===== src/rtl/lidar_pkg.sv =====
package lidar_pkg;

  // One time-of-flight result as read from the TDC
  typedef logic [15:0] tdc_result_t;

  // Byte on the SPI link or the UART line
  typedef logic [7:0] uart_byte_t;

  // Register block word address and data
  typedef logic [1:0] wb_addr_t;
  typedef logic [15:0] wb_data_t;

  // Clock cycles between two shots
  typedef logic [15:0] shot_period_t;

  // Register map
  // Control, bit 0 enable and bit 1 pause
  localparam wb_addr_t REG_CTRL = 2'd0;
  localparam wb_addr_t REG_PERIOD = 2'd1;
  // Shot counter, read only
  localparam wb_addr_t REG_SHOTS = 2'd2;

  // Opcode that reads the 16-bit time result from the TDC
  localparam uart_byte_t TDC_READ_CMD = 8'h10;

endpackage

===== src/rtl/lidar_top.sv =====
module lidar_top #(
  parameter int SPI_CLK_DIV = 4,
  parameter int BAUD_DIV    = 16,
  parameter int FIFO_ADDR_W = 3
) (
  input  logic                clk,
  input  logic                rst,
  input  logic                wb_cyc,
  input  logic                wb_stb,
  input  logic                wb_we,
  input  lidar_pkg::wb_addr_t wb_adr,
  input  lidar_pkg::wb_data_t wb_dat_w,
  input  logic                tdc_intb,
  input  logic                tdc_dout,
  output lidar_pkg::wb_data_t wb_dat_r,
  output logic                wb_ack,
  output logic                tdc_enable,
  output logic                tdc_start_signal,
  output logic                tdc_sck,
  output logic                tdc_mosi,
  output logic                tdc_cs,
  output logic                serial_out
);

  // Register block to controller
  logic                    pause;
  logic                    shot_pulse;
  lidar_pkg::shot_period_t shot_period;

  // Controller to SPI master
  logic                  byte_start;
  logic                  last_byte;
  logic                  spi_busy;
  lidar_pkg::uart_byte_t tx_byte;
  lidar_pkg::uart_byte_t rx_byte;

  // Result path through the FIFO
  logic                   wr_en;
  logic                   rd_en;
  logic                   fifo_full;
  logic                   fifo_empty;
  lidar_pkg::tdc_result_t wr_data;
  lidar_pkg::tdc_result_t rd_data;

  tdc_regs u_regs (
    .clk(clk), .rst(rst),
    .wb_cyc(wb_cyc), .wb_stb(wb_stb), .wb_we(wb_we),
    .wb_adr(wb_adr), .wb_dat_w(wb_dat_w), .shot_pulse(shot_pulse),
    .wb_dat_r(wb_dat_r), .wb_ack(wb_ack),
    // Enable bit goes straight to the TDC pin
    .enable(tdc_enable), .pause(pause), .shot_period(shot_period)
  );

  tdc_control u_control (
    .clk(clk), .rst(rst),
    .enable(tdc_enable), .pause(pause), .tdc_intb(tdc_intb),
    .spi_busy(spi_busy), .fifo_full(fifo_full),
    .shot_period(shot_period), .rx_byte(rx_byte),
    .start_signal(tdc_start_signal), .shot_pulse(shot_pulse),
    .byte_start(byte_start), .last_byte(last_byte),
    .wr_en(wr_en), .tx_byte(tx_byte), .wr_data(wr_data)
  );

  tdc_spi_master #(.SPI_CLK_DIV(SPI_CLK_DIV)) u_spi (
    .clk(clk), .rst(rst),
    .byte_start(byte_start), .last_byte(last_byte), .miso(tdc_dout),
    .tx_byte(tx_byte), .rx_byte(rx_byte), .busy(spi_busy),
    .sck(tdc_sck), .mosi(tdc_mosi), .cs(tdc_cs)
  );

  sample_fifo #(.FIFO_ADDR_W(FIFO_ADDR_W)) u_fifo (
    .clk(clk), .rst(rst),
    .wr_en(wr_en), .rd_en(rd_en), .wr_data(wr_data),
    .rd_data(rd_data), .full(fifo_full), .empty(fifo_empty)
  );

  uart_result_tx #(.BAUD_DIV(BAUD_DIV)) u_uart (
    .clk(clk), .rst(rst),
    .empty(fifo_empty), .rd_data(rd_data),
    .rd_en(rd_en), .serial_out(serial_out)
  );

endmodule


===== src/rtl/uart_result_tx.sv =====
module uart_result_tx #(
  parameter int BAUD_DIV = 16
) (
  input  logic                   clk,
  input  logic                   rst,
  input  logic                   empty,
  input  lidar_pkg::tdc_result_t rd_data,
  output logic                   rd_en,
  output logic                   serial_out
);

  localparam int BAUD_W = (BAUD_DIV > 1) ? $clog2(BAUD_DIV) : 1;

  typedef enum logic [1:0] {
    S_IDLE,
    S_POP,
    S_HIGH,
    S_LOW
  } state_t;

  state_t                state;
  logic [BAUD_W-1:0]     baud_cnt;
  logic [3:0]            bit_idx;
  logic [8:0]            shreg;
  lidar_pkg::uart_byte_t lo_byte;
  logic                  baud_tick;
  logic                  byte_end;
  logic                  sending;

  assign rd_en     = (state == S_IDLE) && !empty;
  assign sending   = (state == S_HIGH) || (state == S_LOW);
  assign baud_tick = (baud_cnt == BAUD_W'(BAUD_DIV - 1));
  // Bit 9 is the stop bit
  assign byte_end  = baud_tick && (bit_idx == 4'd9);

  always_ff @(posedge clk) begin
    if (rst) begin
      state      <= S_IDLE;
      serial_out <= 1'b1;
      baud_cnt   <= '0;
      bit_idx    <= '0;
    end else begin
      case (state)
        S_IDLE: if (!empty) state <= S_POP;
        // FIFO data valid now, start bit goes out
        S_POP: begin
          serial_out <= 1'b0;
          baud_cnt   <= '0;
          bit_idx    <= '0;
          state      <= S_HIGH;
        end
        S_HIGH, S_LOW: begin
          baud_cnt <= baud_tick ? '0 : baud_cnt + BAUD_W'(1);
          if (byte_end) begin
            bit_idx <= '0;
            if (state == S_HIGH) begin
              // Low byte follows straight after the stop bit
              serial_out <= 1'b0;
              state      <= S_LOW;
            end else begin
              state <= S_IDLE;
            end
          end else if (baud_tick) begin
            serial_out <= shreg[0];
            bit_idx    <= bit_idx + 4'd1;
          end
        end
        default: state <= S_IDLE;
      endcase
    end
  end

  // Data bits LSB first, stop bit parked on top
  always_ff @(posedge clk) begin
    if (state == S_POP) begin
      shreg   <= {1'b1, rd_data[15:8]};
      lo_byte <= rd_data[7:0];
    end else if (sending && byte_end) begin
      shreg <= {1'b1, lo_byte};
    end else if (sending && baud_tick) begin
      shreg <= {1'b1, shreg[8:1]};
    end
  end

endmodule


===== src/rtl/sample_fifo.sv =====
module sample_fifo #(
  parameter int FIFO_ADDR_W = 3
) (
  input  logic                   clk,
  input  logic                   rst,
  input  logic                   wr_en,
  input  logic                   rd_en,
  input  lidar_pkg::tdc_result_t wr_data,
  output lidar_pkg::tdc_result_t rd_data,
  output logic                   full,
  output logic                   empty
);

  localparam int DEPTH = 1 << FIFO_ADDR_W;

  lidar_pkg::tdc_result_t mem [DEPTH];
  logic [FIFO_ADDR_W-1:0] wr_ptr;
  logic [FIFO_ADDR_W-1:0] rd_ptr;
  logic [FIFO_ADDR_W:0]   count;

  // One extra count bit tells full from empty
  assign full  = (count == (FIFO_ADDR_W + 1)'(DEPTH));
  assign empty = (count == '0);

  always_ff @(posedge clk) begin
    if (rst) begin
      wr_ptr <= '0;
      rd_ptr <= '0;
      count  <= '0;
    end else begin
      if (wr_en) begin
        wr_ptr <= wr_ptr + 1'b1;
      end
      if (rd_en) begin
        rd_ptr <= rd_ptr + 1'b1;
      end
      case ({wr_en, rd_en})
        2'b10:   count <= count + 1'b1;
        2'b01:   count <= count - 1'b1;
        default: ;
      endcase
    end
  end

  // Storage and registered read port
  always_ff @(posedge clk) begin
    if (wr_en) begin
      mem[wr_ptr] <= wr_data;
    end
    if (rd_en) begin
      rd_data <= mem[rd_ptr];
    end
  end

  // Neither neighbour may overrun or underrun the buffer
  assert property (@(posedge clk) disable iff (rst) !(wr_en && full) && !(rd_en && empty));

endmodule


===== src/rtl/tdc_control.sv =====
module tdc_control (
  input  logic                    clk,
  input  logic                    rst,
  input  logic                    enable,
  input  logic                    pause,
  input  logic                    tdc_intb,
  input  logic                    spi_busy,
  input  logic                    fifo_full,
  input  lidar_pkg::shot_period_t shot_period,
  input  lidar_pkg::uart_byte_t   rx_byte,
  output logic                    start_signal,
  output logic                    shot_pulse,
  output logic                    byte_start,
  output logic                    last_byte,
  output logic                    wr_en,
  output lidar_pkg::uart_byte_t   tx_byte,
  output lidar_pkg::tdc_result_t  wr_data
);

  typedef enum logic [2:0] {
    S_IDLE,
    S_FIRE,
    S_WAIT_INT,
    S_SEND_CMD,
    S_READ_HI,
    S_READ_LO,
    S_PUSH
  } state_t;

  state_t                  state;
  lidar_pkg::shot_period_t period_cnt;
  lidar_pkg::uart_byte_t   result_hi;
  logic                    intb_meta;
  logic                    intb_sync;
  logic                    issued;
  logic                    in_xfer;
  logic                    byte_done;
  logic                    shot_ready;

  // SPI handshake shared by the three byte states
  assign in_xfer    = (state == S_SEND_CMD) || (state == S_READ_HI) || (state == S_READ_LO);
  assign byte_start = in_xfer && !issued && !spi_busy;
  assign byte_done  = in_xfer && issued && !spi_busy;
  // Dummy byte clocks the result out
  assign tx_byte    = (state == S_SEND_CMD) ? lidar_pkg::TDC_READ_CMD : 8'h00;
  assign last_byte  = (state == S_READ_LO);

  assign start_signal = (state == S_FIRE);
  assign shot_pulse   = (state == S_FIRE);
  assign wr_en        = (state == S_PUSH);

  // Full FIFO holds off the shot, so a result always has room
  assign shot_ready = enable && !pause && !fifo_full && (period_cnt >= shot_period);

  always_ff @(posedge clk) begin
    if (rst) begin
      state      <= S_IDLE;
      issued     <= 1'b0;
      period_cnt <= '1;
      intb_meta  <= 1'b1;
      intb_sync  <= 1'b1;
    end else begin
      // TDC interrupt comes from another clock domain
      intb_meta <= tdc_intb;
      intb_sync <= intb_meta;
      // Counts the fire cycle and the decision cycle ahead of it
      if (state == S_FIRE) begin
        period_cnt <= 16'd2;
      end else if (period_cnt != '1) begin
        period_cnt <= period_cnt + 16'd1;
      end
      if (byte_start) begin
        issued <= 1'b1;
      end else if (byte_done) begin
        issued <= 1'b0;
      end
      case (state)
        S_IDLE:     if (shot_ready) state <= S_FIRE;
        S_FIRE:     state <= S_WAIT_INT;
        // Interrupt is active low
        S_WAIT_INT: if (!intb_sync) state <= S_SEND_CMD;
        S_SEND_CMD: if (byte_done) state <= S_READ_HI;
        S_READ_HI:  if (byte_done) state <= S_READ_LO;
        S_READ_LO:  if (byte_done) state <= S_PUSH;
        S_PUSH:     state <= S_IDLE;
        default:    state <= S_IDLE;
      endcase
    end
  end

  // High byte arrives first
  always_ff @(posedge clk) begin
    if (byte_done && (state == S_READ_HI)) begin
      result_hi <= rx_byte;
    end
    if (byte_done && (state == S_READ_LO)) begin
      wr_data <= {result_hi, rx_byte};
    end
  end

endmodule


===== src/rtl/tdc_spi_master.sv =====
module tdc_spi_master #(
  parameter int SPI_CLK_DIV = 4
) (
  input  logic                  clk,
  input  logic                  rst,
  input  logic                  byte_start,
  input  logic                  last_byte,
  input  logic                  miso,
  input  lidar_pkg::uart_byte_t tx_byte,
  output lidar_pkg::uart_byte_t rx_byte,
  output logic                  busy,
  output logic                  sck,
  output logic                  mosi,
  output logic                  cs
);

  localparam int DIV_W = (SPI_CLK_DIV > 1) ? $clog2(SPI_CLK_DIV) : 1;

  logic [DIV_W-1:0]      div_cnt;
  logic [3:0]            half_cnt;
  logic                  div_done;
  logic                  last_q;
  logic                  miso_q;
  lidar_pkg::uart_byte_t shreg;

  assign div_done = (div_cnt == DIV_W'(SPI_CLK_DIV - 1));
  // Outgoing bits leave at the top, sampled bits enter at the bottom
  assign mosi    = shreg[7];
  assign rx_byte = shreg;

  always_ff @(posedge clk) begin
    if (rst) begin
      busy     <= 1'b0;
      sck      <= 1'b0;
      cs       <= 1'b1;
      div_cnt  <= '0;
      half_cnt <= '0;
      last_q   <= 1'b0;
      miso_q   <= 1'b0;
      shreg    <= '0;
    end else if (!busy) begin
      if (byte_start) begin
        busy     <= 1'b1;
        cs       <= 1'b0;
        last_q   <= last_byte;
        shreg    <= tx_byte;
        div_cnt  <= '0;
        half_cnt <= '0;
      end
    end else if (div_done) begin
      div_cnt  <= '0;
      half_cnt <= half_cnt + 4'd1;
      sck      <= ~sck;
      if (!half_cnt[0]) begin
        // Rising SCK, capture miso
        miso_q <= miso;
      end else begin
        // Falling SCK, next bit onto mosi
        shreg <= {shreg[6:0], miso_q};
      end
      // Sixteen half periods make one byte
      if (half_cnt == 4'd15) begin
        busy <= 1'b0;
        if (last_q) begin
          cs <= 1'b1;
        end
      end
    end else begin
      div_cnt <= div_cnt + DIV_W'(1);
    end
  end

  // Controller never starts a byte over one in flight
  assert property (@(posedge clk) disable iff (rst) byte_start |-> !busy);

endmodule


===== src/rtl/tdc_regs.sv =====
module tdc_regs (
  input  logic                    clk,
  input  logic                    rst,
  input  logic                    wb_cyc,
  input  logic                    wb_stb,
  input  logic                    wb_we,
  input  lidar_pkg::wb_addr_t     wb_adr,
  input  lidar_pkg::wb_data_t     wb_dat_w,
  input  logic                    shot_pulse,
  output lidar_pkg::wb_data_t     wb_dat_r,
  output logic                    wb_ack,
  output logic                    enable,
  output logic                    pause,
  output lidar_pkg::shot_period_t shot_period
);

  lidar_pkg::wb_data_t shot_count;
  logic                access;

  // Fresh access only while no ack is out
  assign access = wb_cyc && wb_stb && !wb_ack;

  // Ack, control and period registers
  always_ff @(posedge clk) begin
    if (rst) begin
      wb_ack      <= 1'b0;
      enable      <= 1'b0;
      pause       <= 1'b0;
      shot_period <= 16'd1000;
    end else begin
      wb_ack <= access;
      if (access && wb_we) begin
        case (wb_adr)
          lidar_pkg::REG_CTRL: begin
            enable <= wb_dat_w[0];
            pause  <= wb_dat_w[1];
          end
          lidar_pkg::REG_PERIOD: shot_period <= wb_dat_w;
          // Shot counter ignores writes
          default: ;
        endcase
      end
    end
  end

  // Counts every start pulse sent to the TDC
  always_ff @(posedge clk) begin
    if (rst) begin
      shot_count <= '0;
    end else if (shot_pulse) begin
      shot_count <= shot_count + 16'd1;
    end
  end

  // Read data lands together with ack
  always_ff @(posedge clk) begin
    if (access) begin
      case (wb_adr)
        lidar_pkg::REG_CTRL:   wb_dat_r <= {14'd0, pause, enable};
        lidar_pkg::REG_PERIOD: wb_dat_r <= shot_period;
        lidar_pkg::REG_SHOTS:  wb_dat_r <= shot_count;
        default:               wb_dat_r <= '0;
      endcase
    end
  end

  // Single-cycle ack even with stb still held by the master
  assert property (@(posedge clk) disable iff (rst) wb_ack |=> !wb_ack);

endmodule


===== config.mk =====
export PLATFORM = sky130hd
export DESIGN_NAME = lidar_top
export DESIGN_NICKNAME = d
export VERILOG_FILES = /design/src/rtl/lidar_pkg.sv /design/src/rtl/lidar_top.sv /design/src/rtl/uart_result_tx.sv /design/src/rtl/sample_fifo.sv /design/src/rtl/tdc_control.sv /design/src/rtl/tdc_spi_master.sv /design/src/rtl/tdc_regs.sv
export SDC_FILE = /design/constraint.sdc
export NUM_CORES = 1
export LEC_CHECK = 0
export BUFFER_PORTS_ARGS = -buffer_cell sky130_fd_sc_hd__buf_2
export CAP_MARGIN = 10
export CORE_ASPECT_RATIO = 1.4
export CORE_MARGIN = 3
export CORE_UTILIZATION = 66
export DETAILED_ROUTE_END_ITERATION = 6
export PLACE_DENSITY = 0.81
export SYNTH_ARGS = -nofsm -noshare
export SYNTH_HDL_FRONTEND = slang
export SYNTH_SLANG_ARGS = --single-unit

===== constraint.sdc =====
create_clock -name clk -period 6 [get_ports clk]
set_input_delay 0.6 -clock clk [delete_from_list [all_inputs] [get_ports clk]]
set_output_delay 0.6 -clock clk [all_outputs]
set_load 0.005 [all_outputs]

==> flow_metrics.tcl, run 1 <==
set metrics [dict create \
    status "finished, final reports clean" \
    holdBufCountCts 0 \
    place_congestion 0.813 \
    clockBufferDepth 3 \
    io-pin-count 48 \
    grt_setup_unrepaired "false" \
    hold_viol 0 \
    report.final.slew_viol_count 0 \
    tritoncts "yes" \
    total_power_mw 4.90 \
    detail_route.wl_per_cell_um 21.6 \
    syn_area_per_cell_um2 13.6 \
    finalSetupTns_ps 0 \
    syn_area_um2 12200 \
    drv_cap 0 \
    layoutNonFillerInstCount 1203 \
    syn-instance-count 902 \
    cp_slowest_cell "o41a_1" \
    timing.fmax_mhz 308 \
    clock_latency_ps 530 \
    vdd_drop_max_uv 276 \
    cts-htree-levels 1 \
    placementRows 58 \
    path_common_cell "ha_1" \
    initial_core_util_pct 67.7 \
    cp_top_family "compound AO/OA/AOI/OAI gates" \
    slew_headroom_pct 28.4 \
    synth_top_flop_cell "edfxtp_1" \
    core_um2 18100 \
    grt_pass1_vias 7577 \
    antenna_found_initial 0 \
    startpoint_type "flop" \
    clk_pin_slew_worst_paths_ps 60 \
    min_period_over_period_pct 54.2 \
    synth_edf_count 200 \
    powerDensity_nw_per_um2 361 \
    grt_pass1_wl_um 41100 \
    area_delta_synth_final_pct 10.8 \
    grt_max_degree 101 \
    leakage_nw 4.69 \
    die_x_um 121 \
    synth-seq-cells 297 \
    syn-num-nets 962 \
    cts_made_buffers 26 \
    crit_path_max_fanout 20 \
    grt_use_total_pct 26.1 \
    cp.arrival_ps 3660 \
    required_ps 6420 \
    tightest_slew_ps 1070 \
    vias_per_cell 6.30 \
    io_buffers 47 \
    crit_path_end_kind "flop" \
    path_class "reg2reg" \
    final_net_count 1004 \
    fin_util_pct 75.1 \
    firstDrtPassIters 5 \
    vias 7582 \
    design_area_um2 13600 \
    post_cts_buffers 0 \
    dp_hpwl_um 16300 \
    path_buf_inv 1 \
    async_flop_share_pct 0 \
    yosys_warnings 0 \
    ant_nets 0 \
    first_iter_violations 550 \
    worstPathCellList "inv_1 -> ha_1 -> o41a_1 -> ha_1 -> ha_1 -> a21o_1 -> a21oi_1 -> mux2i_1 -> mux2_2" \
    fin_crit_ps 3250 \
    cts_resized 0 \
    worst_path_largest_cell_delay_ps 880 \
    chipHeight_um 167 \
    place_inst 1155 \
    synth_cell_types 64 \
    finClkSkew_ps 17.0 \
    drcViolationCount 0 \
    wl_um 26000 \
    cts_root_buf "clkbuf_16" \
    hold_class "in2reg" \
    diodes 0 \
    die_area_um2 20200 \
    drive_gt1_share_pct 16.8 \
    ys_seq_area_share_pct 64.9 \
    setup_viol 0 \
    cts_num_sinks 297 \
    postPlaceCellArea_um2 12700 \
    grt_overflow_total 0 \
]
layout make-up:
type                    count  area, um2
fillers                  1069       4500
inverters                  33        129
well taps                 240        300
clock buffers              35        714
flip-flops and latches    297       7950
multi-input cells         529       4000
repair buffers             57        310
clock inverters            12        171
metal layers:
metal	global-route usage [%]	vias to the layer above	part of all wire (%)
met3	3.14	56	4.9
met5	0	-	0
met1	30.9	3746	37
met4	9.12	0	3.3
met2	48.7	279	55
li1	-	3501	-
cells in the mapped netlist (8+ instances only):
library cell	number	area (um2)
a21oi_1	60	300
a22o_1	14	123
a31oi_1	9	56.3
clkbuf_1	33	124
dfxtp_1	97	1940
edfxtp_1	200	6010
ha_1	34	425
inv_1	32	120
mux2_2	17	191
mux2i_1	17	170
mux4_2	32	721
nand2_1	73	274
nand3_1	28	140
nand4_1	10	62.6
nor2_1	58	218
nor2b_1	9	56.3
nor3_1	13	65.1
o21ai_0	25	125
o311ai_0	8	70.1
or3_1	8	50.1
xor2_1	12	105
report_power, final:
group,switching (mW),total (mW),internal [mW]
Sequential,0.106,2.42,2.31
Clock,0.714,1.72,1.01
Combinational,0.441,0.761,0.321
state kept, by name, summed over array words and instances (netlist names), 4 cells and up:
| name | flops |
|---|---|
| u_control.period_cnt | 16 |
| u_control.result_hi | 8 |
| u_regs.shot_period | 16 |
| u_uart.lo_byte | 8 |
| u_fifo.mem | 128 |
| u_fifo.rd_data | 16 |
| u_spi.rx_byte | 8 |
| u_regs.shot_count | 16 |
| u_fifo.count | 4 |
| u_uart.baud_cnt | 4 |
| u_uart.shreg | 8 |
| u_spi.half_cnt | 4 |
| u_regs.wb_dat_r | 16 |
| u_uart.bit_idx | 4 |
| u_control.wr_data | 16 |
placed cells by master (no fill, tap or decap), drive strengths merged, types with 5 or more instances in the layout:
| cell | n |
|---|---|
| a21o | 5 |
| nor4 | 5 |
| nand2 | 73 |
| o21ai | 26 |
| nand2b | 6 |
| edfxtp | 200 |
| nand4 | 10 |
| mux2 | 17 |
| clkbuf | 36 |
| or4 | 5 |
| xor2 | 12 |
| nor2b | 9 |
| a31o | 5 |
| or3 | 8 |
| ha | 34 |
| o31ai | 7 |
| a22o | 14 |
| buf | 56 |
| o21bai | 5 |
| a31oi | 9 |
| nor2 | 58 |
| a211o | 7 |
| inv | 32 |
| dfxtp | 97 |
| nand3 | 30 |
| mux4 | 32 |
| clkinv | 9 |
| nor3 | 14 |
| o311ai | 8 |
| a21oi | 60 |
| and3 | 6 |
| mux2i | 17 |
stage by stage:
step / hold WS, ps / setup WS [ps]
global route: 245 / 2600
detailed placement: 400 / 2850
global placement: 393 / 2990
finish: 253 / 2750
CTS: 241 / 2800
floorplan: 389 / 3240
final timing paths:
path / startpoint / cells after the start / end / slack (ps)
max: u_uart.state[1]$_SDFFE_PP0P_ / 9 / u_fifo.count[3]$_SDFFE_PP0P_ / 2750
max reg2reg: u_uart.state[1]$_SDFFE_PP0P_ / 9 / u_fifo.count[3]$_SDFFE_PP0P_ / 2750
min reg2reg: u_control.intb_meta$_SDFF_PP1_ / 1 / u_control.intb_sync$_SDFF_PP1_ / 410
min: tdc_intb / 2 / u_control.intb_meta$_SDFF_PP1_ / 250
cell families after synthesis:
kind of cell    after synthesis  share of synthesized area [%]
xor+xnor                     16                           1.14
mux                          66                           8.84
flops                       297                           64.9
fa+ha+maj                    35                           3.64
simple gates                249                           10.2
buf+inv                      76                           2.63
compound gates              163                           8.66
Note: power is estimated with default switching activity, not from simulation.
==> inputs of run 2 (changes only) <==
--- a/config.mk
+++ b/config.mk
@@ -9,9 +9,9 @@
 export CAP_MARGIN = 10
 export CORE_ASPECT_RATIO = 1.4
 export CORE_MARGIN = 3
-export CORE_UTILIZATION = 66
+export CORE_UTILIZATION = 61
 export DETAILED_ROUTE_END_ITERATION = 6
-export PLACE_DENSITY = 0.81
+export PLACE_DENSITY = 0.76
 export SYNTH_ARGS = -nofsm -noshare
 export SYNTH_HDL_FRONTEND = slang
 export SYNTH_SLANG_ARGS = --single-unit
==> constraint.sdc (replaced) <==
create_clock -name clk -period 3.2 [get_ports clk]
set_input_delay 0.32 -clock clk [delete_from_list [all_inputs] [get_ports clk]]
set_output_delay 0.32 -clock clk [all_outputs]
set_load 0.005 [all_outputs]
==> flow_metrics.tcl, run 2 (synthesis results as in run 1) <==
set metrics [dict create \
    fin_ws_ps 677 \
    drive_gt1_share_pct 17.9 \
    min_period_over_period_pct 78.9 \
    setup_viol 0 \
    cts_resized 0 \
    tightest_slew_ps 974 \
    vias 7577 \
    drcViolationCount 0 \
    io-pin-count 48 \
    cts_made_buffers 27 \
    final_common_cell "edfxtp_1" \
    grt_pass1_wl_um 40900 \
    vdd_drop_max_uv 478 \
    largest_reg_flops 128 \
    cp.arrival_ps 2960 \
    slew_headroom_pct 35.0 \
    detail_route.wl_per_cell_um 20.7 \
    finalSetupTns_ps 0 \
    grt_pass1_vias 7751 \
    tritoncts "yes" \
    cts-htree-levels 1 \
    initial_core_util_pct 63.0 \
    first_iter_violations 397 \
    hold_class "in2reg" \
    fin_crit_ps 2520 \
    drv_cap 0 \
    finClkSkew_ps 12.3 \
    io_buffers 47 \
    cts_num_sinks 297 \
    report.final.slew_viol_count 0 \
    status "finished, final reports clean" \
    cts_root_buf "clkbuf_16" \
    grt_use_total_pct 23.7 \
    clock_latency_ps 550 \
    place_congestion 0.777 \
    whs_ps 23.6 \
    final_cell_mix "200 x edfxtp_1, 96 x dfxtp_1, 73 x nand2_1, 60 x a21oi_1, 58 x nor2_1" \
    wl_um 25600 \
    grt_setup_unrepaired "false" \
    die_area_um2 21800 \
    vias_per_cell 6.15 \
    clk_pin_slew_worst_paths_ps 70 \
    clockBufferDepth 3 \
    area_delta_synth_final_pct 12.6 \
    pre_cts_ws_ps 693 \
    placementRows 60 \
    dp_hpwl_um 16000 \
    grt_overflow_total 0 \
    ant_nets 0 \
    final_net_count 1024 \
    powerDensity_nw_per_um2 672 \
    core_um2 19400 \
    chipHeight_um 174 \
    startpoint_type "flop" \
    layoutNonFillerInstCount 1233 \
    nFillCells 1297 \
    path_class "reg2reg" \
    antenna_found_initial 0 \
    grt_max_degree 72 \
    crit_path_max_fanout 11 \
    timing.fmax_mhz 396 \
    crit_path_end_kind "flop" \
    reg2reg_setup_slack_ps 680 \
    fin_util_pct 70.9 \
    required_ps 3640 \
    leakage_nw 4.81 \
    hold_viol 0 \
    die_x_um 126 \
    diodes 0 \
    place_inst 1173 \
    firstDrtPassIters 4 \
    top_register "u_fifo.mem" \
]
==> run 2: cell types whose count changed in the layout (fill, tap and decap cells not counted), sizes merged <==
cell,delta
clkbuf,-2
clkinvlp,+1
clkinv,+3
inv,+1
dlygate4sd3,+10
buf,+10
bufinv,-1
==> run 2: routing by layer <==
layer	GRT usage (%)	share of wire (%)
met2	41.8	53
met5	0	0
met4	11.6	4.8
met1	28.9	38
met3	2.81	4.3
==> run 2: worst paths after layout <==
check | startpoint | to | cells past startpoint
setup / recovery | u_control.state[1]$_SDFFE_PP0P_ | u_fifo.count[3]$_SDFFE_PP0P_ | 8
hold / removal | wb_dat_w[10] | u_regs.shot_period[10]$_SDFFE_PP0P_ | 3
setup reg to reg | u_control.state[1]$_SDFFE_PP0P_ | u_fifo.count[3]$_SDFFE_PP0P_ | 8
hold reg to reg | u_control.result_hi[0]$_DFFE_PP_ | u_control.wr_data[8]$_DFFE_PP_ | 0
==> run 2: layout make-up <==
| type | instances | area [um2] | area share, % |
|---|---|---|---|
| Timing Repair Buffer | 76 | 480 | 3.49 |
| Clock inverter | 16 | 173 | 1.25 |
| Clock buffer | 34 | 754 | 5.48 |
| Tap cell | 248 | 310 | 2.25 |
| Multi-Input combinational cell | 529 | 3980 | 28.9 |
| Inverter | 33 | 129 | 0.935 |
| Sequential cell | 297 | 7950 | 57.7 |
==> run 2: report_power, final <==
part / switching (mW) / internal, mW / total (mW)
clock network: 1.38 / 1.93 / 3.31
registers: 0.198 / 4.33 / 4.53
logic: 0.805 / 0.620 / 1.43
total: 2.39 / 6.88 / 9.26
==> run 2: repair_timing <==
item | CTS | global route
endpoints found under the hold margin | 10 | 0
setup buffers | 0 | 0
hold buffers | 10 | 0
==> run 2: metrics by stage <==
stage	power [mW]	instance area (um2)
6_report	9.26	13800
5_1_grt	9.66	13800
4_1_cts	9.32	13800
3_5_place_dp	6.00	12800
3_3_place_gp	5.96	12800
2_1_floorplan	5.63	12200
==> run 2: critical path, cell delays in order (launching register included) <==
cell and delay [ps]:
dfxtp_1 510, and3b_1 350, inv_1 110, ha_1 240, ha_1 290, a21o_1 180
a21oi_1 180, mux2i_1 220, mux2_2 350
==> inputs of run 3 (changes only) <==
--- a/config.mk
+++ b/config.mk
@@ -9,9 +9,9 @@
 export CAP_MARGIN = 10
 export CORE_ASPECT_RATIO = 1.4
 export CORE_MARGIN = 3
-export CORE_UTILIZATION = 61
+export CORE_UTILIZATION = 55
 export DETAILED_ROUTE_END_ITERATION = 6
-export PLACE_DENSITY = 0.76
+export PLACE_DENSITY = 0.72
 export SYNTH_ARGS = -nofsm -noshare
 export SYNTH_HDL_FRONTEND = slang
 export SYNTH_SLANG_ARGS = --single-unit
==> constraint.sdc (replaced) <==
create_clock -name clk -period 2.1 [get_ports clk]
set_input_delay 0.21 -clock clk [delete_from_list [all_inputs] [get_ports clk]]
set_output_delay 0.21 -clock clk [all_outputs]
set_load 0.005 [all_outputs]
==> flow_metrics.tcl, run 3 (synthesis results as in run 1) <==
set metrics [dict create \
    status "finished with violations" \
    top_register "u_fifo.mem" \
    setup_viol 1 \
    multi_input_area_um2 4050 \
    nFillCells 1568 \
    die_area_um2 24100 \
    initial_core_util_pct 56.0 \
    grt_pass1_vias 7697 \
    clock_latency_ps 540 \
    endpoint "u_fifo.count[3]$_SDFFE_PP0P_" \
    fin_crit_ps 2180 \
    diodes 0 \
    cp.arrival_ps 2600 \
    r2r_cells 7 \
    cp_slowest_cell "o41a_4" \
    hold_class "in2reg" \
    tritoncts "yes" \
    pre_cts_ws_ps -223 \
    drcViolationCount 0 \
    cts-htree-levels 1 \
    regArea_um2 7950 \
    antenna_found_initial 0 \
    report.final.slew_viol_count 0 \
    path_class "reg2reg" \
    powerDensity_nw_per_um2 1010 \
    crit_path_end_kind "flop" \
    tightest_slew_ps 1170 \
    vias 7628 \
    cts_num_sinks 297 \
    startpoint "u_fifo.count[0]$_SDFFE_PP0P_" \
    grt_setup_unrepaired "true" \
    path_buf_inv 0 \
    vias_per_cell 5.77 \
    min_period_over_period_pct 104 \
    io_buffers 47 \
    grt_use_total_pct 20.5 \
    cts_made_buffers 28 \
    die_x_um 132 \
    crit_path_max_fanout 2 \
    largest_reg_flops 128 \
    area_delta_synth_final_pct 16.6 \
    ant_nets 0 \
    clk_pin_slew_worst_paths_ps 70 \
    final_common_cell "edfxtp_1" \
    grt_pass1_wl_um 39700 \
    violations "negative setup slack" \
    startpoint_type "flop" \
    vdd_drop_max_uv 737 \
    placementRows 64 \
    firstDrtPassIters 5 \
    timing.rr.end "u_fifo.count[3]$_SDFFE_PP0P_" \
    hold_viol 0 \
    grt_max_degree 57 \
    io-pin-count 48 \
    path_common_cell "ha_4" \
    fin_ws_ps -75.3 \
    detail_route.wl_per_cell_um 18.5 \
    post_cts_buffers 0 \
    wl_um 24500 \
    finClkSkew_ps 11.5 \
    drive_gt1_share_pct 21.7 \
    final_net_count 1064 \
    grt_overflow_total 0 \
    clockBufferDepth 3 \
    core_um2 21900 \
    worstHoldStart "wb_adr[1]" \
    dp_hpwl_um 15600 \
    drv_cap 0 \
    timing.fmax_mhz 460 \
    cts_root_buf "clkbuf_16" \
    leakage_nw 5.03 \
    slew_headroom_pct 21.7 \
    worstPathCellList "o41a_4 -> ha_4 -> ha_4 -> a21o_1 -> a21oi_2 -> mux2i_1 -> mux2_2" \
    r2r_start "u_fifo.count[0]$_SDFFE_PP0P_" \
    worst_path_largest_cell_delay_ps 500 \
    first_iter_violations 444 \
    path_depth 7 \
    fin_util_pct 65.3 \
    place_congestion 0.795 \
    cp_top_family "compound AO/OA/AOI/OAI gates" \
    reg2reg_setup_slack_ps -80 \
    chipHeight_um 183 \
    required_ps 2520 \
    total_power_mw 14.4 \
    final_cell_mix "200 x edfxtp_1, 94 x dfxtp_1, 73 x nand2_1, 59 x a21oi_1, 58 x nor2_1" \
]
## run 3: worst min path at each step
stage | end | slack, ps | depth (start not counted)
floorplan | u_control.intb_meta$_SDFF_PP1_ | 310 | 1
CTS | u_regs.wb_dat_r[1]$_DFFE_PP_ | 1 | 2
global route | u_regs.wb_dat_r[1]$_DFFE_PP_ | 30 | 2
global placement | u_control.intb_sync$_SDFF_PP1_ | 400 | 1
detailed placement | u_control.intb_sync$_SDFF_PP1_ | 400 | 1
finish | u_regs.wb_dat_r[1]$_DFFE_PP_ | 30 | 2
## run 3: final cells by class
cell class / count / area share, %
inverters: 33 / 0.902
well taps: 297 / 2.60
flip-flops and latches: 297 / 55.7
clock buffers: 32 / 5.38
repair buffers: 115 / 5.84
multi-input cells: 529 / 28.4
clock inverters: 20 / 1.21
## run 3: layer usage
metal | track usage (%) | part of all wire (%) | vias to the layer above
met2 | 38.9 | 54 | 182
met1 | 23.9 | 39 | 3772
met4 | 6.56 | 2.9 | 0
met5 | 0 | 0 | -
li1 | - | - | 3628
met3 | 2.79 | 4.1 | 46
## run 3: power by group
part / internal (mW) / switching (mW)
clock network: 2.89 / 2.14
registers: 6.60 / 0.236
logic: 1.19 / 1.33
## run 3: timing repair
item / 4_1_cts / 5_1_grt
resized for setup: 9 / 4
endpoints found under the hold margin: 20 / 0
pin swaps: 4 / 2
setup endpoints to repair: 9 / 7
hold buffers: 18 / 0
## run 3: through the flow
stage               instance area (um2)  cells  hold slack [ps]  TNS [ps]
detailed placement                13100   1254              403      -266
global route                      14300   1323             30.0      -154
floorplan                         12300    902              314      -365
CTS                               14300   1323             1.18     -81.2
finish                            14300   1323             34.4     -75.3
global placement                  13100   1254              398      -180
